$ cat src/design/pong_pkg.sv
package pong_pkg;

  // ==============================
  // basic types
  // ==============================

  // one screen coordinate, wide enough for the 160 pixel row
  typedef logic [7:0] coord_t;

  // a location on the screen
  typedef struct packed {
    coord_t x;
    coord_t y;
  } point_t;

  // per-frame step of the puck, each field holds +1 or -1 in two's complement
  // so that a plain coord_t add moves the puck either way
  typedef struct packed {
    coord_t x;
    coord_t y;
  } velocity_t;

  // colour bits are red, green, blue from msb to lsb
  typedef enum logic [2:0] {
    COLOUR_BLACK      = 3'b000,
    COLOUR_BACKGROUND = 3'b110,
    COLOUR_BORDER     = 3'b111,
    COLOUR_SPRITE     = 3'b101
  } colour_t;

  // one write towards the frame buffer
  typedef struct packed {
    point_t  point;
    colour_t colour;
  } pixel_t;

  // the phases of the game, in the order the sequencer walks through them
  typedef enum logic [3:0] {
    PHASE_CLEAR,
    PHASE_BORDER_TOP,
    PHASE_BORDER_RIGHT,
    PHASE_BORDER_LEFT,
    PHASE_WAIT,
    PHASE_ERASE_PADDLE,
    PHASE_DRAW_PADDLE,
    PHASE_ERASE_PUCK,
    PHASE_DRAW_PUCK
  } phase_t;

  // ==============================
  // screen geometry
  // ==============================

  localparam int SCREEN_WIDTH  = 160;
  localparam int SCREEN_HEIGHT = 120;

  // the three border lines that fence the playing field
  localparam int LEFT_LINE  = 5;
  localparam int RIGHT_LINE = 155;
  localparam int TOP_LINE   = 5;

  // the paddle spans PADDLE_WIDTH+1 pixels starting at its x position
  localparam int PADDLE_ROW     = 115;
  localparam int PADDLE_WIDTH   = 8;
  localparam int PADDLE_X_START = 76;
  localparam int PADDLE_STEP    = 2;

  // where the puck starts after every clear
  localparam int FACEOFF_X = 80;
  localparam int FACEOFF_Y = 60;

  // the puck starts moving right and up
  localparam coord_t VELOCITY_START_X = 8'h01;
  localparam coord_t VELOCITY_START_Y = 8'hff;

endpackage
$ cat src/design/frame_sequencer.sv
`timescale 1ns/1ps

module frame_sequencer import pong_pkg::*; #(
  parameter int LOOP_CYCLES = 6250000
) (
  input  logic   CLOCK_50,
  input  logic   KEY,
  input  logic   scan_done,
  input  logic   miss,
  output phase_t phase
);

  // the wait counter only has to reach LOOP_CYCLES-1
  localparam int CNT_W = (LOOP_CYCLES > 1) ? $clog2(LOOP_CYCLES) : 1;

  logic [CNT_W-1:0] wait_count;
  logic             wait_done;
  phase_t           phase_next;

  // ==============================
  // inter-frame delay
  // ==============================

  // the last wait cycle is the one where the counter hits LOOP_CYCLES-1
  assign wait_done = (wait_count == CNT_W'(LOOP_CYCLES - 1));

  always_ff @(posedge CLOCK_50, negedge KEY) begin
    if (!KEY) begin
      wait_count <= '0;
    end else if (phase == PHASE_WAIT && !wait_done) begin
      wait_count <= wait_count + 1'b1;
    end else begin
      // any other phase keeps the counter parked at zero for the next frame
      wait_count <= '0;
    end
  end

  // ==============================
  // phase order
  // ==============================

  always_comb begin
    phase_next = phase;
    case (phase)
      // the scanned phases move on once the pixel writer issues its last write
      PHASE_CLEAR: begin
        if (scan_done) phase_next = PHASE_BORDER_TOP;
      end
      PHASE_BORDER_TOP: begin
        if (scan_done) phase_next = PHASE_BORDER_RIGHT;
      end
      PHASE_BORDER_RIGHT: begin
        if (scan_done) phase_next = PHASE_BORDER_LEFT;
      end
      PHASE_BORDER_LEFT: begin
        if (scan_done) phase_next = PHASE_WAIT;
      end
      PHASE_WAIT: begin
        if (wait_done) phase_next = PHASE_ERASE_PADDLE;
      end
      PHASE_ERASE_PADDLE: begin
        if (scan_done) phase_next = PHASE_DRAW_PADDLE;
      end
      PHASE_DRAW_PADDLE: begin
        if (scan_done) phase_next = PHASE_ERASE_PUCK;
      end
      // the puck phases last one cycle each
      // a miss skips the draw and restarts the game from a blank screen
      PHASE_ERASE_PUCK: begin
        phase_next = miss ? PHASE_CLEAR : PHASE_DRAW_PUCK;
      end
      PHASE_DRAW_PUCK: begin
        phase_next = PHASE_WAIT;
      end
      default: begin
        phase_next = PHASE_CLEAR;
      end
    endcase
  end

  always_ff @(posedge CLOCK_50, negedge KEY) begin
    if (!KEY) begin
      phase <= PHASE_CLEAR;
    end else begin
      phase <= phase_next;
    end
  end

endmodule

$ cat config.mk
export PLATFORM = sky130hd
export DESIGN_NAME = frame_sequencer
export DESIGN_NICKNAME = d
export VERILOG_FILES = /design/src/design/pong_pkg.sv /design/src/design/frame_sequencer.sv
export SDC_FILE = /design/constraint.sdc
export NUM_CORES = 1
export LEC_CHECK = 0
export BUFFER_PORTS_ARGS = -buffer_cell sky130_fd_sc_hd__buf_2
export CAP_MARGIN = 40
export CORE_MARGIN = 4
export CORE_UTILIZATION = 60
export CTS_CLUSTER_DIAMETER = 50
export DETAILED_ROUTE_END_ITERATION = 10
export HOLD_SLACK_MARGIN = 0.03
export PLACE_DENSITY = 0.79
export SYNTH_ARGS = -nofsm -noshare
export SYNTH_HDL_FRONTEND = slang
export SYNTH_SLANG_ARGS = --single-unit
export TNS_END_PERCENT = 10
$ cat constraint.sdc
create_clock -name CLOCK_50 -period 3.1 [get_ports CLOCK_50]
set_input_delay 0.155 -clock CLOCK_50 [delete_from_list [all_inputs] [get_ports CLOCK_50]]
set_output_delay 0.155 -clock CLOCK_50 [all_outputs]
set_load 0.02 [all_outputs]
==> flow_metrics.py <==
metrics = {
    "status": {
        "status": "finished clean",
    },
    "routing": {
        "dr_total_vias": 1088,
        "wl_per_cell_um": 15.2,
        "vias_per_cell": 5.98,
        "drc_errors": 0,
        "antenna_left": 0,
        "firstDrtPassIters": 4,
        "drt_iter0_markers": 16,
        "wirelength_mm": 2.77,
    },
    "place": {
        "pre_cts_slack_ns": 0.999,
        "routabilityCongestion": 0.847,
        "numPortBuffers": 7,
        "hpwl_mm": 2.01,
    },
    "synth": {
        "ys_warn_count": 0,
        "ys_ff_latch": 27,
        "syn_inst": 145,
        "avgSynthCellArea_um2": 9.41,
        "synth_top_cell_by_area": "dfrtp_1",
        "yosysSeqAreaShare_pct": 49.5,
        "synth_fp_nets": 150,
        "synth.top_cell.area_share_pct": 49.5,
        "synth_area_mm2": 0.00136,
        "synth_area_leaders": "dfrtp_1 50%, nor2_1 4.7%, xnor2_1 4.5%",
        "synth_cell_types": 32,
    },
    "timing": {
        "period_share_pct": 68.0,
        "worstMarginPinSlew_ns": 0.589,
        "max_slew_margin_pct": 60.7,
        "setup_tns_ns": 0,
        "drv_slew": 0,
        "worst_slack_ns": 0.992,
        "setup_violations": 0,
        "hold_violations": 0,
        "fin_skew_ns": 0.00686,
        "max_freq_mhz": 474,
        "rsz0062_at_grt": "false",
        "fin_crit_ns": 2.11,
        "whs_ns": 0.155,
    },
    "clock_tree": {
        "clockBufferDepth": 2,
        "htreeDepth": 1,
        "clockRootBuffer": "clkbuf_4",
        "path_clk_slew_ns": 0.14,
        "post-cts-setup-buffers": 0,
        "cts_made_buffers": 3,
        "cts_resized": 0,
        "cts.sinks": 27,
        "cts_tree": "yes",
        "insertion_delay_ns": 0.33,
    },
    "power": {
        "vdd_ir_drop_max_v": 0.000458,
        "p_per_area_mw_per_mm2": 537,
        "p_leak_uw": 0.000570,
    },
    "critical_path": {
        "path_buf_inv": 0,
        "cp.depth": 5,
        "slowest_stage": "or4_1",
        "critical_path_class": "flip-flop to flip-flop",
        "cp_top_family": "simple AND/OR/NAND/NOR gates",
        "path_common_cell": "or4_1",
        "cp.arrival_ns": 2.37,
        "endpoint_kind": "flip-flop",
        "reg2reg_setup_slack_ns": 0.99,
        "required_ns": 3.36,
        "critPathLaunchType": "flip-flop",
        "worst_path_largest_cell_delay_ns": 0.65,
        "worstPathMaxFanout": 8,
        "r2r_cells": 5,
        "worstPathCellList": "ha_1, nand3_2, or4_1, or4_1, a21oi_1",
    },
    "min_path": {
        "whs_path_depth": 4,
        "hold_path.class": "input pin to flip-flop",
    },
    "grt": {
        "grt-ovfl-total": 0,
        "grt_pass1_wl_mm": 4.93,
        "antenna_found_initial": 0,
        "grt_max_degree": 28,
        "grt_pass1_vias": 1103,
        "grt.total_usage_pct": 19.6,
    },
    "layout": {
        "seqCellArea_um2": 676,
        "num-nets-final": 161,
        "fillerInstances": 156,
        "antenna_cells": 0,
        "multi_input_area_um2": 661,
        "area_growth_pct": 7.80,
        "drive_above_1_share_pct": 9.68,
    },
    "die": {
        "die_y_um": 55.7,
        "num_io_pins": 8,
        "dieArea_mm2": 0.00310,
        "start_util_pct": 66.1,
        "design.core.area_mm2": 0.00206,
        "rows": 16,
        "die_x_um": 55.7,
    },
    "run": {
        "drv_cap": 0,
    },
}
metrics by stage:
| stage | total power [uW] | utilization, % | area [um^2] | instances |
|---|---|---|---|---|
| finish | 790 | 71.3 | 1470 | 182 |
| global route | 844 | 71.3 | 1470 | 182 |
| CTS | 793 | 71.3 | 1470 | 182 |
| detailed placement | 642 | 69.1 | 1420 | 176 |
| global placement | 624 | 69.1 | 1420 | 176 |
| floorplan | 565 | - | 1360 | 145 |
cell usage after synthesis:
library cell	count
nand3_2	2
ha_1	1
o31a_1	1
xnor2_1	7
o21ai_1	1
dfrtp_1	27
and4_1	2
and3_1	3
nor4bb_1	1
or4_1	4
a21boi_0	1
o21ai_0	8
or3_1	7
nor2_1	17
nor4_1	2
o22ai_1	1
a21oi_1	11
inv_1	3
and3_2	1
and4_2	1
clkbuf_1	3
o31ai_1	2
nor4b_1	1
buf_2	1
xor2_1	5
nand3_1	9
nor3_1	6
nand2b_1	2
nand2_1	9
nand4_1	4
nor3b_1	1
and3b_1	1
tightest hold or removal path: stages:
cell and delay (ns):
buf_2 0.12, nor2_1 0.06, nor2_1 0.08, nor3_1 0.05
routing by layer:
| metal | share of wire, % | GRT usage [%] | vias to the layer above |
|---|---|---|---|
| met5 | 0 | 0 | - |
| met4 | 1.4 | 5.21 | 0 |
| met3 | 3.3 | 4.64 | 7 |
| met2 | 51 | 34.8 | 15 |
| met1 | 45 | 23.6 | 521 |
| li1 | - | - | 545 |
what timing repair did:
| item | in CTS | in global routing |
|---|---|---|
| hold endpoints to repair | 28 | 0 |
| hold buffers | 2 | 0 |
| endpoints found under the setup margin | 0 | 0 |
layout make-up:
| type | count | share of cell area, % |
|---|---|---|
| sequential | 27 | 46.0 |
| timing repair buffer | 10 | 4.26 |
| inverter | 3 | 0.766 |
| clock buffer | 4 | 1.79 |
| multi-input combinational | 111 | 44.9 |
| tap | 27 | 2.30 |
layout by cell type, fill, tap and decap left out, drive strengths merged, types with 3 or more instances in the layout:
cell type  instances
nand4              4
and4               3
nor2              17
nand2              9
and3               4
inv                3
buf                8
xnor2              7
nor3               6
nand3             11
dfrtp             27
a21oi             11
o21ai              9
clkbuf             4
xor2               5
or4                4
or3                7
cells by family after synthesis:
family	Yosys count	share of synthesized area, %
and+or+nand+nor	73	29.7
DFF	27	49.5
AOI/OAI and AO/OA	25	10.1
xor gates and xnor gates	12	7.71
buffers and inverters	7	2.02
adders and majority gates	1	0.917
power breakdown:
group / switching, uW / total, uW / internal (uW)
registers: 43.5 / 425 / 381
clock network: 102 / 152 / 50.5
logic: 138 / 213 / 75.2
total: 283 / 790 / 507
path summary, 6_finish.rpt:
check                                    from        endpoint
worst max-delay path            wait_count[0]  wait_count[18]
worst min-delay path                scan_done        phase[1]
worst max register to register  wait_count[0]  wait_count[18]
worst min register to register  wait_count[0]   wait_count[0]
max in group asynchronous                 KEY  wait_count[11]
min in group asynchronous                 KEY  wait_count[13]
state kept, by name, indices dropped and copies added (netlist names):
register    flops
wait_count     23
phase           4
Note: power is estimated with default switching activity, not from simulation.
