### src/design/pong_pkg.sv
package pong_pkg;

  // ==============================
  // basic types
  // ==============================

  // one screen coordinate, wide enough for the 160 pixel row
  typedef logic [7:0] coord_t;

  // a location on the screen
  typedef struct packed {
    coord_t x;
    coord_t y;
  } point_t;

  // per-frame step of the puck, each field holds +1 or -1 in two's complement
  // so that a plain coord_t add moves the puck either way
  typedef struct packed {
    coord_t x;
    coord_t y;
  } velocity_t;

  // colour bits are red, green, blue from msb to lsb
  typedef enum logic [2:0] {
    COLOUR_BLACK      = 3'b000,
    COLOUR_BACKGROUND = 3'b110,
    COLOUR_BORDER     = 3'b111,
    COLOUR_SPRITE     = 3'b101
  } colour_t;

  // one write towards the frame buffer
  typedef struct packed {
    point_t  point;
    colour_t colour;
  } pixel_t;

  // the phases of the game, in the order the sequencer walks through them
  typedef enum logic [3:0] {
    PHASE_CLEAR,
    PHASE_BORDER_TOP,
    PHASE_BORDER_RIGHT,
    PHASE_BORDER_LEFT,
    PHASE_WAIT,
    PHASE_ERASE_PADDLE,
    PHASE_DRAW_PADDLE,
    PHASE_ERASE_PUCK,
    PHASE_DRAW_PUCK
  } phase_t;

  // ==============================
  // screen geometry
  // ==============================

  localparam int SCREEN_WIDTH  = 160;
  localparam int SCREEN_HEIGHT = 120;

  // the three border lines that fence the playing field
  localparam int LEFT_LINE  = 5;
  localparam int RIGHT_LINE = 155;
  localparam int TOP_LINE   = 5;

  // the paddle spans PADDLE_WIDTH+1 pixels starting at its x position
  localparam int PADDLE_ROW     = 115;
  localparam int PADDLE_WIDTH   = 8;
  localparam int PADDLE_X_START = 76;
  localparam int PADDLE_STEP    = 2;

  // where the puck starts after every clear
  localparam int FACEOFF_X = 80;
  localparam int FACEOFF_Y = 60;

  // the puck starts moving right and up
  localparam coord_t VELOCITY_START_X = 8'h01;
  localparam coord_t VELOCITY_START_Y = 8'hff;

endpackage
### src/design/pixel_writer.sv
`timescale 1ns/1ps

module pixel_writer import pong_pkg::*; (
  input  logic   CLOCK_50,
  input  logic   KEY,
  input  phase_t phase,
  input  coord_t paddle_x,
  input  point_t puck,
  output pixel_t pixel,
  output logic   plot,
  output logic   scan_done
);

  // scan position inside the current phase with x running fastest
  coord_t cnt_x;
  coord_t cnt_y;

  // last counter values of the current scan
  coord_t x_last;
  coord_t y_last;

  // scanning phases walk the counters and active phases write a pixel
  logic   scanning;
  logic   active;
  pixel_t pixel_next;

  // ==============================
  // phase decode
  // ==============================

  always_comb begin
    x_last     = '0;
    y_last     = '0;
    scanning   = 1'b1;
    active     = 1'b1;
    pixel_next = '{point: puck, colour: COLOUR_BLACK};
    case (phase)
      PHASE_CLEAR: begin
        // the whole frame in raster order
        x_last                 = coord_t'(SCREEN_WIDTH - 1);
        y_last                 = coord_t'(SCREEN_HEIGHT - 1);
        pixel_next.point       = '{x: cnt_x, y: cnt_y};
        pixel_next.colour      = COLOUR_BACKGROUND;
      end
      PHASE_BORDER_TOP: begin
        // one row from the left line across to the right line
        x_last                 = coord_t'(RIGHT_LINE - LEFT_LINE);
        pixel_next.point.x     = coord_t'(LEFT_LINE) + cnt_x;
        pixel_next.point.y     = coord_t'(TOP_LINE);
        pixel_next.colour      = COLOUR_BORDER;
      end
      PHASE_BORDER_RIGHT: begin
        // with x_last at zero every step moves down one row
        y_last                 = coord_t'(SCREEN_HEIGHT - 1 - TOP_LINE);
        pixel_next.point.x     = coord_t'(RIGHT_LINE);
        pixel_next.point.y     = coord_t'(TOP_LINE) + cnt_y;
        pixel_next.colour      = COLOUR_BORDER;
      end
      PHASE_BORDER_LEFT: begin
        y_last                 = coord_t'(SCREEN_HEIGHT - 1 - TOP_LINE);
        pixel_next.point.x     = coord_t'(LEFT_LINE);
        pixel_next.point.y     = coord_t'(TOP_LINE) + cnt_y;
        pixel_next.colour      = COLOUR_BORDER;
      end
      PHASE_ERASE_PADDLE, PHASE_DRAW_PADDLE: begin
        // both spans cover PADDLE_WIDTH+1 pixels from the current paddle_x
        x_last                 = coord_t'(PADDLE_WIDTH);
        pixel_next.point.x     = paddle_x + cnt_x;
        pixel_next.point.y     = coord_t'(PADDLE_ROW);
        pixel_next.colour      = (phase == PHASE_ERASE_PADDLE) ?
                                 COLOUR_BACKGROUND : COLOUR_SPRITE;
      end
      PHASE_ERASE_PUCK: begin
        // single write at the puck position without a scan
        scanning               = 1'b0;
        pixel_next.colour      = COLOUR_BACKGROUND;
      end
      PHASE_DRAW_PUCK: begin
        scanning               = 1'b0;
        pixel_next.colour      = COLOUR_SPRITE;
      end
      default: begin
        // nothing is written in the wait phase
        scanning               = 1'b0;
        active                 = 1'b0;
      end
    endcase
  end

  // flags the cycle that selects the final pixel of a scan
  assign scan_done = scanning && (cnt_x == x_last) && (cnt_y == y_last);

  // ==============================
  // scan counters
  // ==============================

  always_ff @(posedge CLOCK_50, negedge KEY) begin
    if (!KEY) begin
      cnt_x <= '0;
      cnt_y <= '0;
    end else if (!scanning || scan_done) begin
      // park at zero so the next scan starts at its first pixel
      cnt_x <= '0;
      cnt_y <= '0;
    end else if (cnt_x == x_last) begin
      cnt_x <= '0;
      cnt_y <= cnt_y + 1'b1;
    end else begin
      cnt_x <= cnt_x + 1'b1;
    end
  end

  // ==============================
  // write register
  // ==============================

  // plot is registered next to the write so both reach the outputs in the same cycle
  always_ff @(posedge CLOCK_50, negedge KEY) begin
    if (!KEY) begin
      plot <= 1'b0;
    end else begin
      plot <= active;
    end
  end

  // the pixel chosen by the phase decode leaves one cycle later
  always_ff @(posedge CLOCK_50) begin
    pixel <= pixel_next;
  end

endmodule

### config.mk
export PLATFORM = sky130hd
export DESIGN_NAME = pixel_writer
export DESIGN_NICKNAME = d
export VERILOG_FILES = /design/src/design/pong_pkg.sv /design/src/design/pixel_writer.sv
export SDC_FILE = /design/constraint.sdc
export NUM_CORES = 1
export LEC_CHECK = 0
export ABC_AREA = 1
export BUFFER_PORTS_ARGS = -buffer_cell sky130_fd_sc_hd__buf_2
export CAP_MARGIN = 30
export CORE_MARGIN = 4
export CORE_UTILIZATION = 50
export CTS_BUF_LIST = sky130_fd_sc_hd__clkbuf_16
export DETAILED_ROUTE_END_ITERATION = 12
export PLACE_DENSITY = 0.77
export SYNTH_ARGS = -nofsm -noshare
export SYNTH_HDL_FRONTEND = slang
export SYNTH_SLANG_ARGS = --single-unit
### constraint.sdc
create_clock -name CLOCK_50 -period 2.56 [get_ports CLOCK_50]
set_clock_uncertainty 0.05 [all_clocks]
set_input_delay 0.64 -clock CLOCK_50 [delete_from_list [all_inputs] [get_ports CLOCK_50]]
set_output_delay 0.64 -clock CLOCK_50 [all_outputs]
set_load 0.005 [all_outputs]
==> metrics <==
vias per inst=5.38; Power Total=1.53 mW; failing checks=setup timing; Core Area=4690 um2; ranking of synthesized cells by area=dfrtp_1 (18%), dfxtp_1 (16%), nand2_1 (11%); hold crit path type=in2async; Hold Fails Final Rpt=0; PD cells=485 nW/um2; Netlist cell types=37; first-pass GRT wire length=10600 um; status=finished with violations; final wirelength=6330 um; H-tree depth=2; crit path capture type=primary output; Post-CTS Hold Buffers=0; Tcrit/Tclk final=102%; Max Slew Vio Count=0; RSZ-0062 raised after global routing=yes; Clk Tree Root Cell=clkbuf_16; synth cell count leaders=nand2_1 (72), inv_1 (37), nor2_1 (32); antenna violations before repair=0; Die H=77.6 um; Detail Route Antenna Nets=0; Main synth FF type=dfxtp_1; die width=77.6 um; startpoint types=input pin; CTS tree=done; GRT Total Usage=22.0%; EDFF count, synth=0; Syn. warnings=0; I/O pin count=51; fin worst setup slack=-0.0455 ns; Syn Std Cell Area=2420 um2; Syn Nets=370; drt wl/cell=13.8 um; Starting Density=51.6%; Initial DRT Pass Iterations=4; cell taking the most area after synthesis=dfrtp_1; row count=25; Tmin final=2.61 ns; input/output buffers=50; drt initial violations=102; clock buffer depth=2; Mapped Cells=327; Setup-failing EPs final=1; Leakage=1.64 nW; Avg Inst Size Synth=7.40 um2; fin nets=448; vias in the first global route=2302; sequential area share after synthesis=33.3%; Critical Path Fanout Max=4; critical path class=in2out; Worst Tran Pin Value=0.413 ns; via count=2477; Max Clock Freq=384 MHz; VDD IR max=0.291 mV; Required @ worst endpoint=1.87 ns; GRT overflow=0; synthesis-to-finish area growth=29.9%; RD Place Congestion=0.908; CP arrival=1.92 ns; total CTS buffers=5; worst skew pair latency=0.28 ns; Post-synth ARST share=47.2%; share of layout cells above drive strength 1=32.0%; Detailed Place HPWL=4680 um; #FFs+latches synth=36; Residual DRC=0; MaxCap Viol Count=0; Slew HR=72.5%; # clock sinks=36; # diodes=0; largest net degree at the start of global routing=20; most numerous cell in the Yosys netlist=nand2_1; die area=6020 um2; Final Util=67.0%; top cell type's share of synthesized area=17.6%; clock-pin slew on the worst setup and hold paths=0.06 ns
==> registers in the layout, indices dropped and copies added, names as in the netlist <==
register	flops
cnt_y	8
plot	1
cnt_x	8
pixel	19
==> layout make-up <==
type	count	area (um2)
flip-flops and latches	36	806
multi-input cells	243	1480
clock buffers	5	125
fillers	393	1550
clock inverters	3	15.0
inverters	42	163
repair buffers	77	489
well taps	54	67.6
==> power breakdown <==
part	switching, mW	internal [mW]	total [mW]
Combinational	0.180	0.149	0.328
Sequential	0.0217	0.601	0.623
Clock	0.221	0.353	0.574
Total	0.422	1.10	1.53
==> timing repair <==
item                       in CTS  in global routing
pin swaps                       7                  5
resized for setup              16                  7
cloned                          0                  0
setup buffers                   3                  1
setup endpoints to repair       1                  2
==> kinds of logic after synthesis <==
| kind of cell | count (synthesis) | share of synthesized area (%) |
|---|---|---|
| AO/OA/AOI/OAI | 46 | 11.3 |
| flip-flops | 36 | 33.3 |
| adder cells (fa/ha/maj) | 13 | 7.03 |
| buffers and inverters | 48 | 8.48 |
| XOR/XNOR | 7 | 2.53 |
| AND/OR/NAND/NOR | 177 | 37.3 |
==> worst max-delay path: stages <==
cell and delay, ns:
buf_8 0.10, nor2_4 0.14, nand2_4 0.08, inv_6 0.08
ha_4 0.19, nor3_2 0.11, nand2_1 0.08, nand3b_4 0.16
inv_2 0.07, nand2_4 0.05, nor2_4 0.08, buf_2 0.12
==> per-layer routing <==
| metal | wire length, um | up-vias | global-route usage [%] |
|---|---|---|---|
| li1 | - | 1237 | - |
| met1 | 2770 | 1148 | 28.3 |
| met2 | 3040 | 77 | 36.8 |
| met3 | 388 | 15 | 4.52 |
| met4 | 136 | 0 | 7.12 |
| met5 | 0 | - | 0 |
==> cell usage in the layout, fill, tap and decap left out, types with 6 or more instances in the layout <==
cell type | Yosys | routed
nor2_1 | 32 | 30
inv_1 | 37 | 36
a21oi_1 | 19 | 19
inv_2 | 5 | 6
buf_2 | 2 | 46
buf_4 | 2 | 27
dfrtp_1 | 17 | 17
nand2_2 | 8 | 8
ha_1 | 12 | 8
nand2_1 | 72 | 71
or2_2 | 6 | 6
nand3_1 | 24 | 24
o21ai_0 | 12 | 12
dfxtp_1 | 19 | 19
nand4_1 | 15 | 15
==> final timing paths <==
path | depth (start not counted) | slack (ns) | to | from
max | 12 | -0.05 | scan_done | phase[3]
min | 1 | 0.23 | cnt_y[7] | KEY
max reg2reg | 7 | 0.64 | pixel[15] | cnt_x[0]
min reg2reg | 2 | 0.50 | cnt_y[7] | cnt_y[7]
max in group asynchronous | 1 | 1.93 | plot | KEY
min in group CLOCK_50 | 2 | 0.50 | cnt_y[7] | cnt_y[7]
==> metrics by stage <==
stage               TNS (ns)  hold slack, ns  setup slack, ns  cell area, um2  std cells
floorplan            -0.0177           0.294          -0.0177            2430        327
global placement      -0.333           0.487           -0.143            2870        448
detailed placement    -0.449           0.486           -0.164            2870        448
CTS                 -0.00475           0.243         -0.00475            3110        459
global route          -0.110           0.259           -0.110            3140        460
finish               -0.0455           0.233          -0.0455            3140        460
Power figures use the tool's default switching activity.
