### src/design/pong_pkg.sv
package pong_pkg;

  // ==============================
  // basic types
  // ==============================

  // one screen coordinate, wide enough for the 160 pixel row
  typedef logic [7:0] coord_t;

  // a location on the screen
  typedef struct packed {
    coord_t x;
    coord_t y;
  } point_t;

  // per-frame step of the puck, each field holds +1 or -1 in two's complement
  // so that a plain coord_t add moves the puck either way
  typedef struct packed {
    coord_t x;
    coord_t y;
  } velocity_t;

  // colour bits are red, green, blue from msb to lsb
  typedef enum logic [2:0] {
    COLOUR_BLACK      = 3'b000,
    COLOUR_BACKGROUND = 3'b110,
    COLOUR_BORDER     = 3'b111,
    COLOUR_SPRITE     = 3'b101
  } colour_t;

  // one write towards the frame buffer
  typedef struct packed {
    point_t  point;
    colour_t colour;
  } pixel_t;

  // the phases of the game, in the order the sequencer walks through them
  typedef enum logic [3:0] {
    PHASE_CLEAR,
    PHASE_BORDER_TOP,
    PHASE_BORDER_RIGHT,
    PHASE_BORDER_LEFT,
    PHASE_WAIT,
    PHASE_ERASE_PADDLE,
    PHASE_DRAW_PADDLE,
    PHASE_ERASE_PUCK,
    PHASE_DRAW_PUCK
  } phase_t;

  // ==============================
  // screen geometry
  // ==============================

  localparam int SCREEN_WIDTH  = 160;
  localparam int SCREEN_HEIGHT = 120;

  // the three border lines that fence the playing field
  localparam int LEFT_LINE  = 5;
  localparam int RIGHT_LINE = 155;
  localparam int TOP_LINE   = 5;

  // the paddle spans PADDLE_WIDTH+1 pixels starting at its x position
  localparam int PADDLE_ROW     = 115;
  localparam int PADDLE_WIDTH   = 8;
  localparam int PADDLE_X_START = 76;
  localparam int PADDLE_STEP    = 2;

  // where the puck starts after every clear
  localparam int FACEOFF_X = 80;
  localparam int FACEOFF_Y = 60;

  // the puck starts moving right and up
  localparam coord_t VELOCITY_START_X = 8'h01;
  localparam coord_t VELOCITY_START_Y = 8'hff;

endpackage
### src/design/puck_physics.sv
`timescale 1ns/1ps

module puck_physics import pong_pkg::*; (
  input  logic   CLOCK_50,
  input  logic   KEY,
  input  phase_t phase,
  input  coord_t paddle_x,
  output point_t puck,
  output logic   miss
);

  velocity_t velocity;
  point_t    puck_next;
  velocity_t velocity_next;
  logic      at_paddle_row;
  logic      on_paddle;

  // ==============================
  // next position and bounces
  // ==============================

  // velocity fields are +1 or -1 so a wrapping add steps either way
  assign puck_next.x = puck.x + velocity.x;
  assign puck_next.y = puck.y + velocity.y;

  assign at_paddle_row = (puck_next.y == coord_t'(PADDLE_ROW - 1));

  // the paddle covers paddle_x up to paddle_x+PADDLE_WIDTH, both ends included
  assign on_paddle = (puck_next.x >= paddle_x) &&
                     (puck_next.x <= paddle_x + coord_t'(PADDLE_WIDTH));

  always_comb begin
    velocity_next = velocity;
    // bounce off the top border
    if (puck_next.y == coord_t'(TOP_LINE + 1)) begin
      velocity_next.y = 8'd0 - velocity.y;
    end
    // bounce off either side border
    if (puck_next.x == coord_t'(LEFT_LINE + 1) ||
        puck_next.x == coord_t'(RIGHT_LINE - 1)) begin
      velocity_next.x = 8'd0 - velocity.x;
    end
    // bounce off the paddle, a miss is flagged separately below
    if (at_paddle_row && on_paddle) begin
      velocity_next.y = 8'd0 - velocity.y;
    end
  end

  // only meaningful in the single erase cycle, where the sequencer looks at it
  assign miss = (phase == PHASE_ERASE_PUCK) && at_paddle_row && !on_paddle;

  // ==============================
  // puck registers
  // ==============================

  always_ff @(posedge CLOCK_50, negedge KEY) begin
    if (!KEY) begin
      puck       <= '{x: coord_t'(FACEOFF_X), y: coord_t'(FACEOFF_Y)};
      velocity   <= '{x: VELOCITY_START_X, y: VELOCITY_START_Y};
    end else if (phase == PHASE_CLEAR) begin
      // a new game faces off from the centre again
      puck       <= '{x: coord_t'(FACEOFF_X), y: coord_t'(FACEOFF_Y)};
      velocity   <= '{x: VELOCITY_START_X, y: VELOCITY_START_Y};
    end else if (phase == PHASE_ERASE_PUCK) begin
      // the erase write still uses the old position in this cycle
      puck       <= puck_next;
      velocity   <= velocity_next;
    end
  end

endmodule

### config.mk
export PLATFORM = sky130hd
export DESIGN_NAME = puck_physics
export DESIGN_NICKNAME = d
export VERILOG_FILES = /design/src/design/pong_pkg.sv /design/src/design/puck_physics.sv
export SDC_FILE = /design/constraint.sdc
export NUM_CORES = 1
export LEC_CHECK = 0
export BUFFER_PORTS_ARGS = -buffer_cell sky130_fd_sc_hd__buf_2
export CELL_PAD_IN_SITES_DETAIL_PLACEMENT = 1
export CELL_PAD_IN_SITES_GLOBAL_PLACEMENT = 1
export CORE_UTILIZATION = 34
export CTS_BUF_LIST = sky130_fd_sc_hd__clkbuf_8
export CTS_CLUSTER_DIAMETER = 150
export DETAILED_ROUTE_END_ITERATION = 16
export PLACE_DENSITY = 0.64
export SYNTH_ARGS = -nofsm -noshare
export SYNTH_HDL_FRONTEND = slang
export SYNTH_SLANG_ARGS = --single-unit
export TNS_END_PERCENT = 30
### constraint.sdc
create_clock -name CLOCK_50 -period 9.8 [get_ports CLOCK_50]
set_input_delay 1.96 -clock CLOCK_50 [delete_from_list [all_inputs] [get_ports CLOCK_50]]
set_output_delay 1.96 -clock CLOCK_50 [all_outputs]
set_load 0.03 [all_outputs]
==> results of run 1 <==
-- registers in the layout, summed over array words and instances, names as in the netlist --
signal    count
velocity     15
puck         16
-- how the worst min path moves through the flow --
stage,start,to,slack [ns],depth (start not counted)
finish,velocity[15]$_DFFE_PN0P_,velocity[15]$_DFFE_PN0P_,0.51,1
global route,velocity[15]$_DFFE_PN0P_,velocity[15]$_DFFE_PN0P_,0.54,1
CTS,velocity[15]$_DFFE_PN0P_,velocity[15]$_DFFE_PN0P_,0.52,1
detailed placement,velocity[15]$_DFFE_PN0P_,velocity[15]$_DFFE_PN0P_,0.51,1
global placement,velocity[15]$_DFFE_PN0P_,velocity[15]$_DFFE_PN0P_,0.50,1
floorplan,velocity[15]$_DFFE_PN0P_,velocity[15]$_DFFE_PN0P_,0.46,1
-- synth_stat cells (4+ instances only) --
library cell / number
dfrtp_1: 17
dfstp_2: 14
nor2_1: 22
o22a_1: 4
xnor2_1: 8
a21oi_1: 15
a211oi_1: 5
nand2_1: 19
ha_1: 30
a22o_1: 5
xor2_1: 8
inv_1: 19
o21ai_0: 15
mux2i_1: 4
a21o_1: 5
or3_1: 5
nand3_1: 9
nor3_1: 8
-- placed cells by master (no fill, tap or decap), types with 3 or more instances in the layout --
cell / n
nand3_1: 9
a21oi_1: 15
o22a_1: 4
nand3b_1: 3
or3_1: 5
xnor2_1: 8
o21ai_1: 3
a22o_1: 5
a31o_1: 3
or2_2: 3
mux2i_1: 4
a211oi_1: 5
xor2_1: 8
a21o_1: 5
clkbuf_8: 6
inv_1: 19
o21ai_0: 15
buf_2: 30
dfrtp_1: 17
o22ai_1: 3
nor4_1: 3
dfstp_2: 14
nor2_1: 22
nor3_1: 8
nand2_1: 19
ha_1: 30
-- layout make-up --
type                            instances  area (um2)  share of cell area
Inverter                               20        75.1              0.0250
Multi-Input combinational cell        227        1730               0.575
Clock inverter                          2        35.0              0.0117
Timing Repair Buffer                   32         165              0.0550
Tap cell                               99         124              0.0413
Clock buffer                            6        82.6              0.0275
Sequential cell                        31         793               0.264
-- layer usage --
metal  vias to the layer above  track usage  routed length (um)
li1                       1114            -                   -
met1                      1113        0.235                3210
met2                        27        0.319                3430
met3                        10       0.0254                 174
met4                         0       0.0591                 129
met5                         -            0                   0
-- cells by family (layout without fill, tap and decap cells) --
| family | Yosys count | count (layout) |
|---|---|---|
| and+or+nand+nor | 94 | 94 |
| AOI/OAI and AO/OA | 79 | 79 |
| adders and majority gates | 32 | 32 |
| DFF | 31 | 31 |
| buffers and inverters | 25 | 60 |
| xor gates and xnor gates | 17 | 17 |
| muxes | 5 | 5 |
-- through the flow --
step | std cells | setup WS (ns)
after global placement | 409 | 3.98
after floorplan | 283 | 4.40
final | 417 | 3.76
after CTS | 417 | 3.64
after global routing | 417 | 3.49
after detailed placement | 409 | 3.94
-- worst register-to-register path: stages, from the launching register on --
cell	delay, ns
dfrtp_1	0.44
ha_1	0.32
a211oi_1	0.30
o21bai_1	0.13
a21oi_1	0.38
a21oi_1	0.15
xnor2_1	0.46
inv_1	0.09
ha_1	0.30
and3_1	0.19
nand3_1	0.09
o31a_1	0.23
a22oi_1	0.31
a22o_2	0.29
nand2_2	0.14
o21ai_1	0.14
or3b_1	0.35
-- power groups by stage --
stage          Clock [mW]  Sequential (mW)  Combinational [mW]
2_1_floorplan           0            0.205               0.203
3_3_place_gp            0            0.176               0.301
3_5_place_dp            0            0.176               0.306
4_1_cts             0.142            0.174               0.308
5_1_grt             0.147            0.178               0.335
6_report            0.138            0.174               0.305
==> results.md, run 1 <==
Global routing:
- The largest net degree at the start of global routing is 32.
- The initial antenna violation count was 0.
- The global-route usage over all layers is 0.184.
- After global routing the overflow that remains totals 0.
- The via count of the first global-routing pass is 2,377.
- The first-pass GRT wire length is approximately 12,000 um.

Synth:
- The async set or reset register ratio after synthesis is 1.00.
- The post-synthesis instance area is 2630 um2.
- The share of synthesized cell area in full adder, half adder and majority cells is 0.158.
- In this run the mean area of a mapped cell was 9.31 um2.
- Of the post-synthesis cell area, the part taken by muxes is 0.0209.
- The area share of the leading cell type in the synthesized netlist is 0.162.
- The biggest area contributor in the post-synthesis netlist is dfrtp_1.
- Yosys mapped a number of flops with a built-in enable equal to 0.
- After synthesis, the largest family of logic cells by area is compound AO/OA/AOI/OAI gates.
- The number of flip-flops and latches in the synthesized netlist is 31.
- The flip-flop cell with the highest count after synthesis is dfrtp_1.
- The gate count of the mapped netlist is between 200 and 300.
- The sequential fraction of the synthesis area is 0.301.
- Ranked by total cell area, the synthesized netlist is headed by dfrtp_1, ha_1, dfstp_2.
- Of the total synthesized cell area, the portion taken by AND, OR, NAND and NOR gates is 0.199.
- The number of nets produced by synthesis is 329.
- The count of cell types in the netlist is 67.
- The number of warnings printed during yosys synthesis is 0.
- The xor/xnor cell area share of the yosys netlist is 0.0618.
- The fraction of the mapped netlist area in compound gates is 0.217.

Clocking:
- In this run, post-CTS hold repair placed 0 buffers.
- The clock slew seen by the registers of the worst setup and hold paths is 0.08 ns.
- The CTS tree is built.
- The root buffer selected by CTS is clkbuf_8.
- The number of post-CTS setup repair buffers is 0.
- In this run the deepest clock path goes through 2 buffers.
- The number of clock sinks seen by CTS is 31.
- The H-tree was split into 2 levels.
- The total clock buffers created by CTS is 5.
- The clock reaches the later pin of the worst-skew pair after 0.29 ns.
- The post-CTS resize count is 0.

Floorplan:
- The floorplan has 31 rows.
- The core region is 7370 um2.
- The floorplan step defined a die boundary enclosing 8100 um2.
- For this design the top-level I/O count stands at 31.
- The die is 90.0 um tall.
- The initial standard-cell utilization of the core is 0.357.
- Measured along the x axis, the die boundary spans roughly 90 um.

Detailed routing:
- The average via count per standard cell is 5.43.
- The count of routing violations after the opening detailed-route iteration is 32.
- The total DRC errors in the routed layout is 0.
- The number of nets with antenna violations after detailed routing is 0.
- The final route contains 2,264 vias.
- The count of TritonRoute iterations in the first routing pass is 4.
- Dividing the detail-routed wire length by the instance count gives 16.6 um.
- Wires add up to between 6000 and 7000 um.

Placed design:
- The HPWL after detailed placement is 5390 um.
- The congestion estimate from routability-driven global placement came to 0.817.
- The placed instances occupy a cell area of 2890 um2.
- Input and output buffers added on the ports amount to 30.

Worst setup path:
- The critical path endpoint category is an output pin.
- The kind of cell with the highest combined delay along the critical path is compound AO/OA/AOI/OAI gates.
- The setup check on the worst reg-to-reg path leaves a slack of 5.43 ns.
- The slowest stage of the critical path belongs to the cell xnor2_1.
- The startpoint class of the critical path is a flip-flop.
- The required time at the worst-slack endpoint is 7.84 ns.
- In this run the worst setup path terminates at miss.
- The worst setup path is of the reg2out kind.
- The critical path contains buffers and inverters numbering 2 combined.
- In this run the worst setup path begins at puck[9]$_DFFE_PN0P_.
- The largest stage delay on the critical path is 0.46 ns.
- The reg-to-reg critical path startpoint is puck[9]$_DFFE_PN0P_.
- The terminus of the critical flop-to-flop path is velocity[3]$_DFFE_PN1P_.
- Walking the worst path, the cells encountered are ha_1, a211oi_1, o21bai_1, a21oi_1, a21oi_1, xnor2_1, inv_1, ha_1, and3_1, nand3_1, o31a_1, a22oi_1, and3b_1, buf_2.
- The worst path arrival time is approximately 4.1 ns.
- The number of cells on the worst reg-to-reg path is 16.
- The critical path runs through a total of 14 cells.
- The peak fanout along the critical path is 4.

Layout:
- The area of all placed cells without fillers is 3000 um2.
- The number of filler instances in the final layout is 888.
- The number of nets in the layout is 363.
- The number of antenna diodes in the final layout is 0.
- The post-synthesis to final-layout area growth is 14.0%.
- The core occupancy in the finished layout is 0.407.
- The fraction of layout cells with a size suffix above 1 is 0.230.

STA:
- Setup repair after global routing left no endpoint under its margin.
- The number of hold-slack violations in the final timing report is 0.
- Adding up every negative setup slack in the final design gives 0 ns.
- Across all hold checks on the routed design, the worst slack comes to 0.510 ns.
- The final-report max-slew violation count is 0.
- In the finished design, the share of the clock period the worst path needs comes to 0.616.
- For the pin with the worst max-slew slack, the measured transition is 0.735 ns.
- The worst setup skew after layout is slightly below 0.009 ns.
- Static timing analysis puts the maximum clock frequency at 166 MHz.
- The routed design could run at a clock period as short as 6.04 ns.
- The worst slew margin relative to its limit is 0.510.
- Setup violations remaining at the end of the flow were counted as 0.

Power and ir drop:
- The share of total power dissipated in the clock network is 0.223.
- Of the total power, registers draw 0.282.
- In this run the static leakage power is 1.38 nW.
- For this design the ratio of total power to cell area is slightly above 200 nW/um2.
- The internal power of the cells is roughly 360 uW.
- The switching power is roughly 260 uW.
- Of the total power, the share spent switching nets is 0.424.
- Of the total power, combinational logic draws 0.495.
- The peak supply drop is ~130 uV.
- Summing internal, switching and leakage power gives 617 uW.

Run:
- The number of max-cap violations is 0.

Hold path:
- The min-delay analysis places its worst path in the category reg2reg.

Run status:
- The run finished with clean final reports.
Power figures use the tool's default switching activity.
==> inputs of run 2 (changes only) <==
--- a/config.mk
+++ b/config.mk
@@ -12,7 +12,7 @@
 export CTS_BUF_LIST = sky130_fd_sc_hd__clkbuf_8
 export CTS_CLUSTER_DIAMETER = 150
 export DETAILED_ROUTE_END_ITERATION = 16
-export PLACE_DENSITY = 0.64
+export PLACE_DENSITY = 0.67
 export SYNTH_ARGS = -nofsm -noshare
 export SYNTH_HDL_FRONTEND = slang
 export SYNTH_SLANG_ARGS = --single-unit
==> constraint.sdc (replaced) <==
create_clock -name CLOCK_50 -period 5.2 [get_ports CLOCK_50]
set_input_delay 1.04 -clock CLOCK_50 [delete_from_list [all_inputs] [get_ports CLOCK_50]]
set_output_delay 1.04 -clock CLOCK_50 [all_outputs]
set_load 0.03 [all_outputs]
==> run 2 against run 1 <==
  * Hold slack worse by 0.011 ns
  * Clock power up 60%
  * Sequential share of layout area up 0.088 points
  * Core utilization down 0.14 points
  * Register-to-register slack worse by 4.3 ns
  * First-iteration DRC count up 140%
  * Final cell count unchanged
  * Sequential power up 88%
  * Routed wire length up 4.0%
  * Critical path type unchanged
==> results.md, run 2 (same netlist as run 1, synthesis figures left out) <==
Run status:
- Status: complete, no violations (unchanged).

Placed design:
- The HPWL after detailed placement was 5460 um (was 5390 um).
- The quantity of I/O buffers inserted on ports was 30 (unchanged).
- The routability congestion estimate from global placement is 0.794 (was 0.817).

Clocking:
- The clock slew seen by the registers of the worst setup and hold paths is 0.07 ns (was 0.08 ns).
- The number of clock sinks seen by CTS is 31 (unchanged).
- The depth of the CTS H-tree is 2 (unchanged).
- The clock latency on the worst-skew pair is 0.29 ns (about the same).
- The CTS tree is built (unchanged).
- The number of buffers added to fix hold violations after cts is 0 (unchanged).
- The total clock buffers created by CTS is 5 (unchanged).
- The post-CTS resize count is 0 (unchanged).
- The number of post-CTS setup repair buffers is 0 (unchanged).
- The maximum clock path buffer count is 2 (unchanged).
- The root buffer selected by CTS is clkbuf_8 (unchanged).

Floorplan:
- The number of rows in the core area was 31 (unchanged).
- The die area was 8100 um2 (unchanged).
- The area of the core region came to 7370 um2 (unchanged).
- The boundary pin count is 31 (unchanged).
- The height of the chip was 90.0 um (unchanged).
- The width of the die came to 90.0 um (unchanged).
- The initial standard-cell utilization of the core is 0.357 (unchanged).

Layout:
- The number of diodes was 0 (unchanged).
- Commonest non-fill, non-tap cells in the layout: ha_1, buf_2, nor2_1 (unchanged).
- The multi-input logic area came to 1740 um2 (was 1730 um2).
- The fraction of layout cells with a size suffix above 1 is 0.230 (unchanged).
- The post-synthesis to final-layout area growth is 13.6% (was 14.0%).
- The number of nets in the layout is 363 (unchanged).
- The number of filler instances in the final layout is 886 (was 888).
- The area occupied by registers is 793 um2 (unchanged).
- The largest register by flop count was puck (unchanged).
- Largest regs: puck (16), velocity (15) (unchanged).
- The flip-flop count of the largest register after layout is 16 (unchanged).

Detailed routing:
- The count of TritonRoute iterations in the first routing pass is 4 (unchanged).
- The total DRC errors in the routed layout is 0 (unchanged).
- The average via count per standard cell was 5.45 (was 5.43).
- The count of routing violations after the opening detailed-route iteration is 76 (was 32).
- The wire length reported by the detailed router is 7220 um (was 6940 um).
- The total number of vias is 2,272 (was 2,264).
- The number of nets with antenna violations after detailed routing is 0 (unchanged).
- The routed length per instance is 17.3 um (was 16.6 um).

Worst setup path:
- The startpoint class of the critical path is a flip-flop (unchanged).
- The startpoint-to-endpoint class of the critical path is reg2out (unchanged).
- The peak fanout along the critical path came to 4 (unchanged).
- The required time at the worst-slack endpoint is 4.16 ns (was 7.84 ns).
- The worst path arrival time was 3.78 ns (was 4.08 ns).
- The critical path endpoint category is an output pin (unchanged).

Power and ir drop:
- The combinational cell fraction of total power was 0.511 (was 0.495).
- The peak supply drop is 186 uV (was 132 uV).
- The power per cell area is 374 nW/um2 (was 205 nW/um2).
- The total chip power is 1.12 mW (was 617 uW).
- The switching share of total power is 0.434 (was 0.424).
- The leakage power is 1.38 nW (about the same).
- The clock network fraction of total power came to 0.197 (was 0.223).
- The switching power is 486 uW (was 261 uW).
- The share of power burned in registers is 0.292 (was 0.282).
- The internal power of the cells is 634 uW (was 355 uW).

STA:
- Dividing the final minimum period by the clock period gives 0.926.
- The final-report max-slew violation count is 0 (unchanged).
- The number of hold-slack violations in the final timing report was 0 (unchanged).
- The worst setup skew after layout is 0.00496 ns (was 0.00873 ns).
- The slew of the pin with the lowest slew margin came to 0.847 ns (was 0.735 ns).
- The worst slew margin relative to its limit was 0.433 (was 0.510).
- Unrepaired setup endpoints after global routing: false (unchanged).
- The maximum frequency from static timing analysis is 208 MHz.
- The final-layout setup total negative slack came to 0 ns (unchanged).
- The final setup violation count is 0 (unchanged).
- The smallest clock period supported by the final layout is computed as 4.82 ns.

Hold path:
- The class of the tightest hold or removal check is reg2reg (unchanged).

Global routing:
- The global-route usage over all layers was 0.187 (was 0.184).
- The overall overflow remaining after global route is 0 (unchanged).
- The initial antenna violation count was 0 (unchanged).
- The largest net degree at the start of global routing is 32 (unchanged).
- The via count of the first global-routing pass is 2,356 (was 2,377).
- The first-pass GRT wire length was 11,800 um (about the same).

Run:
- The number of max-cap violations is 0 (unchanged).
==> run 2: per-layer routing <==
layer	routed length, um	part of all wire	vias up	track usage
met5	0	0	-	0
met4	98	0.014	0	0.0551
met3	173	0.024	8	0.0355
met2	3650	0.51	39	0.323
met1	3300	0.46	1112	0.235
li1	-	-	1113	-
==> run 2: cell type report <==
class	instances	share of cell area
clock buffers	7	0.0322
clock inverters	1	0.00125
inverters	20	0.0251
multi-input cells	227	0.580
flip-flops and latches	31	0.265
well taps	99	0.0414
repair buffers	32	0.0552
==> run 2: power groups by stage <==
| stage | clock network (mW) | registers, mW | logic [mW] |
|---|---|---|---|
| floorplan | 0 | 0.387 | 0.382 |
| global placement | 0 | 0.331 | 0.568 |
| detailed placement | 0 | 0.330 | 0.574 |
| CTS | 0.228 | 0.328 | 0.577 |
| global route | 0.239 | 0.334 | 0.634 |
| finish | 0.221 | 0.327 | 0.572 |
==> run 2: path summary, 6_finish.rpt <==
path	start	endpoint	slack, ns	cells after the start
hold / removal	velocity[15]$_DFFE_PN0P_	velocity[15]$_DFFE_PN0P_	0.50	1
min in group asynchronous	KEY	puck[6]$_DFFE_PN0P_	0.82	1
hold reg to reg	velocity[15]$_DFFE_PN0P_	velocity[15]$_DFFE_PN0P_	0.50	1
setup / recovery	puck[9]$_DFFE_PN0P_	miss	0.38	14
max in group asynchronous	KEY	velocity[14]$_DFFE_PN0P_	3.89	1
setup reg to reg	puck[9]$_DFFE_PN0P_	velocity[3]$_DFFE_PN1P_	1.16	16
==> run 2: stage by stage <==
stage	util	hold WS, ns	instance area (um2)	instances	worst slack [ns]
final	0.406	0.500	2990	417	0.385
after global routing	0.406	0.512	2990	417	0.0878
after CTS	0.405	0.505	2990	417	0.320
after detailed placement	0.392	0.495	2890	409	0.682
after global placement	0.392	0.483	2890	409	0.751
after floorplan	-	0.465	2630	283	1.00
==> run 2: worst max-delay path, stage by stage, from the launching register on <==
cell	delay [ns]
dfrtp_1	0.43
ha_1	0.30
a211oi_1	0.31
o21bai_1	0.13
a21oi_1	0.34
a21oi_1	0.18
xnor2_2	0.26
inv_1	0.08
ha_1	0.29
and3_1	0.17
nand3_1	0.08
o31a_1	0.24
a22oi_1	0.28
and3b_1	0.23
buf_2	0.17
==> inputs of run 3 (changes only) <==
==> constraint.sdc (replaced) <==
create_clock -name CLOCK_50 -period 4 [get_ports CLOCK_50]
set_input_delay 0.8 -clock CLOCK_50 [delete_from_list [all_inputs] [get_ports CLOCK_50]]
set_output_delay 0.8 -clock CLOCK_50 [all_outputs]
set_load 0.03 [all_outputs]
==> run 3 against run 2 <==
  * The flow now finishes with violations (negative setup slack)
  * Worst setup slack lost 0.45 ns
  * Clock skew up 0.0054 ns
  * Final area rose by 8.7%
  * Count of clock-buffer cells in the layout fell by 1
  * Total power up 33%
  * Routed wire length rose by 8.6%
  * Non-clock buffer count is 16 higher
  * Sequential cell count unchanged
  * Hold slack improved by 0.015 ns
  * Register-to-register slack got worse by 0.71 ns
  * Sequential power rose by 30%
  * Critical path type unchanged
  * Critical endpoint unchanged
  * Largest cell class unchanged
  * Highest routed layer unchanged
==> results.md, run 3 (same netlist as run 1, synthesis figures left out) <==
Run status:
- Status: finished, violations left (was complete, no violations).
- The final reports fail on negative setup slack.

Worst setup path:
- The peak fanout along the critical path is 3 (was 4).
- The critical path endpoint category is an output pin (unchanged).
- The worst path arrival time was 3.26 ns (was 3.78 ns).
- The count of buffering cells on the critical path with inverters included is 2 (unchanged).
- The largest stage delay on the critical path is 0.41 ns (was 0.43 ns).
- The startpoint-to-endpoint class of the critical path is reg2out (unchanged).
- Chain of cells forming the critical path: ha_4, fa_2, a211oi_4, buf_4, o21ai_2, nand3_4, ha_4, a21o_1, a21oi_2, o2111ai_2, a22oi_2, and3b_1, buf_6 (was ha_1, a211oi_1, o21bai_1, a21oi_1, a21oi_1, xnor2_2, inv_1, ha_1, and3_1, nand3_1, o31a_1, a22oi_1, and3b_1, buf_2).
- The cell with the largest stage delay on the worst path is dfrtp_1 (unchanged).
- The cell depth of the worst setup path is 13 (was 14).
- The required time at the worst-slack endpoint is 3.20 ns (was 4.16 ns).
- The category of cells accounting for the largest share of critical-path delay was compound AO/OA/AOI/OAI gates (unchanged).
- The startpoint class of the critical path was a flip-flop (unchanged).
- The dominant cell type by count on the critical path is ha_4.
- The depth of the worst register-to-register path is 15 (was 16).

STA:
- The slew of the pin with the lowest slew margin is 0.826 ns (was 0.847 ns).
- The maximum frequency from static timing analysis is 246 MHz.
- The final-report max-slew violation count is 0 (unchanged).
- The worst setup skew after layout was 0.0103 ns (was 0.00496 ns).
- The final setup violation count is 1 (was 0).
- The post-route worst setup slack came to -0.0641 ns (was 0.385 ns).
- The number of hold-slack violations in the final timing report came to 0 (unchanged).
- The worst slew margin relative to its limit is 0.447 (was 0.433).
- Dividing the final minimum period by the clock period gives 1.02.
- The worst slack on hold paths came to 0.514 ns (was 0.500 ns).
- Unrepaired setup endpoints after global routing: true (was false).
- Subtracting the final worst setup slack from the clock period gives 4.06 ns.
- The final-layout setup total negative slack is -0.0641 ns (was 0 ns).

Layout:
- The number of nets in the layout is 379 (was 363).
- The most common cell after layout, fill and taps aside is buf_2.
- The largest register by flop count was puck (unchanged).
- The post-synthesis to final-layout area growth is 23.6% (was 13.6%).
- The fraction of layout cells with a size suffix above 1 is 0.326 (was 0.230).
- Largest regs: puck (16), velocity (15) (unchanged).
- The number of diodes came to 0 (unchanged).
- The area of all placed cells without fillers is 3250 um2 (was 2990 um2).
- The flip-flop count of the largest register after layout came to 16 (unchanged).
- The core occupancy in the finished layout is 0.442 (was 0.406).
- Commonest non-fill, non-tap cells in the layout: buf_2, ha_1, nor2_1 (was ha_1, buf_2, nor2_1).
- The post-route non-filler standard cell count came to 433 (was 417).

Placed design:
- The HPWL after detailed placement is 5620 um (was 5460 um).
- The post-detailed-placement cell area was 2950 um2 (was 2890 um2).
- The number of placed instances with taps included was 417 (was 409).
- The routability congestion estimate from global placement came to 0.790 (was 0.794).
- The quantity of I/O buffers inserted on ports came to 30 (unchanged).
- The worst setup slack after placement is -0.0798 ns (was 0.682 ns).

Floorplan:
- The number of rows in the core area was 31 (unchanged).
- The height of the chip is 90.0 um (unchanged).
- The boundary pin count is 31 (unchanged).
- The initial standard-cell utilization of the core is 0.357 (unchanged).
- The area of the core region was 7370 um2 (unchanged).
- The width of the die is 90.0 um (unchanged).
- The die area was 8100 um2 (unchanged).

Power and ir drop:
- The peak supply drop is 257 uV (was 186 uV).
- The power per cell area was 457 nW/um2 (was 374 nW/um2).
- The internal power of the cells was 831 uW (was 634 uW).
- The share of power burned in registers was 0.286 (was 0.292).
- The total chip power is 1.49 mW (was 1.12 mW).
- The clock network fraction of total power is 0.182 (was 0.197).
- The combinational cell fraction of total power is 0.532 (was 0.511).
- The switching share of total power is 0.441 (was 0.434).
- The leakage power came to 1.47 nW (was 1.38 nW).
- The switching power came to 655 uW (was 486 uW).

Detailed routing:
- The total DRC errors in the routed layout is 0 (unchanged).
- The wire length reported by the detailed router came to 7840 um (was 7220 um).
- The count of routing violations after the opening detailed-route iteration is 43 (was 76).
- The number of nets with antenna violations after detailed routing was 0 (unchanged).
- The total number of vias is 2,385 (was 2,272).
- The count of TritonRoute iterations in the first routing pass came to 5 (was 4).
- The average via count per standard cell is 5.51 (was 5.45).
- The routed length per instance was 18.1 um (was 17.3 um).

Clocking:
- The number of clock sinks seen by CTS is 31 (unchanged).
- The CTS tree was built (unchanged).
- The total clock buffers created by CTS is 5 (unchanged).
- The depth of the CTS H-tree came to 2 (unchanged).
- The clock slew seen by the registers of the worst setup and hold paths came to 0.08 ns (was 0.07 ns).
- The maximum clock path buffer count is 2 (unchanged).
- The root buffer selected by CTS was clkbuf_8 (unchanged).
- The clock latency on the worst-skew pair came to 0.29 ns (about the same).

Global routing:
- The global-route usage over all layers is 0.205 (was 0.187).
- The first-pass GRT wire length is 13,200 um (was 11,800 um).
- The via count of the first global-routing pass came to 2,654 (was 2,356).
- The largest net degree at the start of global routing is 32 (unchanged).
- The overall overflow remaining after global route is 0 (unchanged).
- The initial antenna violation count came to 0 (unchanged).

Hold path:
- The number of stages on the worst hold path is 1 (unchanged).
- The class of the tightest hold or removal check is reg2reg (unchanged).

Run:
- The number of max-cap violations is 0 (unchanged).
-- run 3: cell count changes in the layout (fill, tap and decap cells not counted), moves of 2 or more --
cell / before / now
buf_4: 2 / 18
a21oi_1: 15 / 12
ha_4: 0 / 5
ha_2: 0 / 2
ha_1: 30 / 23
a21oi_2: 1 / 4
-- run 3: layout make-up --
type                            count  area (um2)
Clock buffer                        6        82.6
Clock inverter                      2        8.76
Fill cell                         872        4120
Inverter                           20        75.1
Multi-Input combinational cell    227        1880
Sequential cell                    31         793
Tap cell                           99         124
Timing Repair Buffer               48         292
-- run 3: repair_timing --
item                       in CTS  in global routing
setup endpoints to repair       1                  1
gates resized for setup        23                  3
pin swaps                      13                  3
hold endpoints to repair        0                  0
setup buffers                   7                  1
hold buffers                    0                  0
-- run 3: layer usage --
metal / global-route usage / up-vias / wire length, um
met2: 0.369 / 44 / 4010
met3: 0.0364 / 17 / 228
met1: 0.243 / 1180 / 3430
li1: - / 1144 / -
met4: 0.0753 / 0 / 165
met5: 0 / - / 0
-- run 3: power groups by stage --
stage / logic [mW] / clock network [mW] / registers [mW]
2_1_floorplan: 0.497 / 0 / 0.503
3_3_place_gp: 0.747 / 0 / 0.428
3_5_place_dp: 0.758 / 0 / 0.429
4_1_cts: 0.789 / 0.276 / 0.425
5_1_grt: 0.869 / 0.292 / 0.432
6_report: 0.791 / 0.270 / 0.425
-- run 3: worst paths after layout --
| kind | start | endpoint | slack, ns |
|---|---|---|---|
| setup reg to reg | puck[8]$_DFFE_PN0P_ | velocity[3]$_DFFE_PN1P_ | 0.45 |
| min in group asynchronous | KEY | velocity[10]$_DFFE_PN0P_ | 0.58 |
| setup / recovery | puck[8]$_DFFE_PN0P_ | miss | -0.06 |
| hold reg to reg | velocity[15]$_DFFE_PN0P_ | velocity[15]$_DFFE_PN0P_ | 0.51 |
| hold / removal | velocity[15]$_DFFE_PN0P_ | velocity[15]$_DFFE_PN0P_ | 0.51 |
| max in group asynchronous | KEY | puck[11]$_DFFE_PN0P_ | 2.95 |
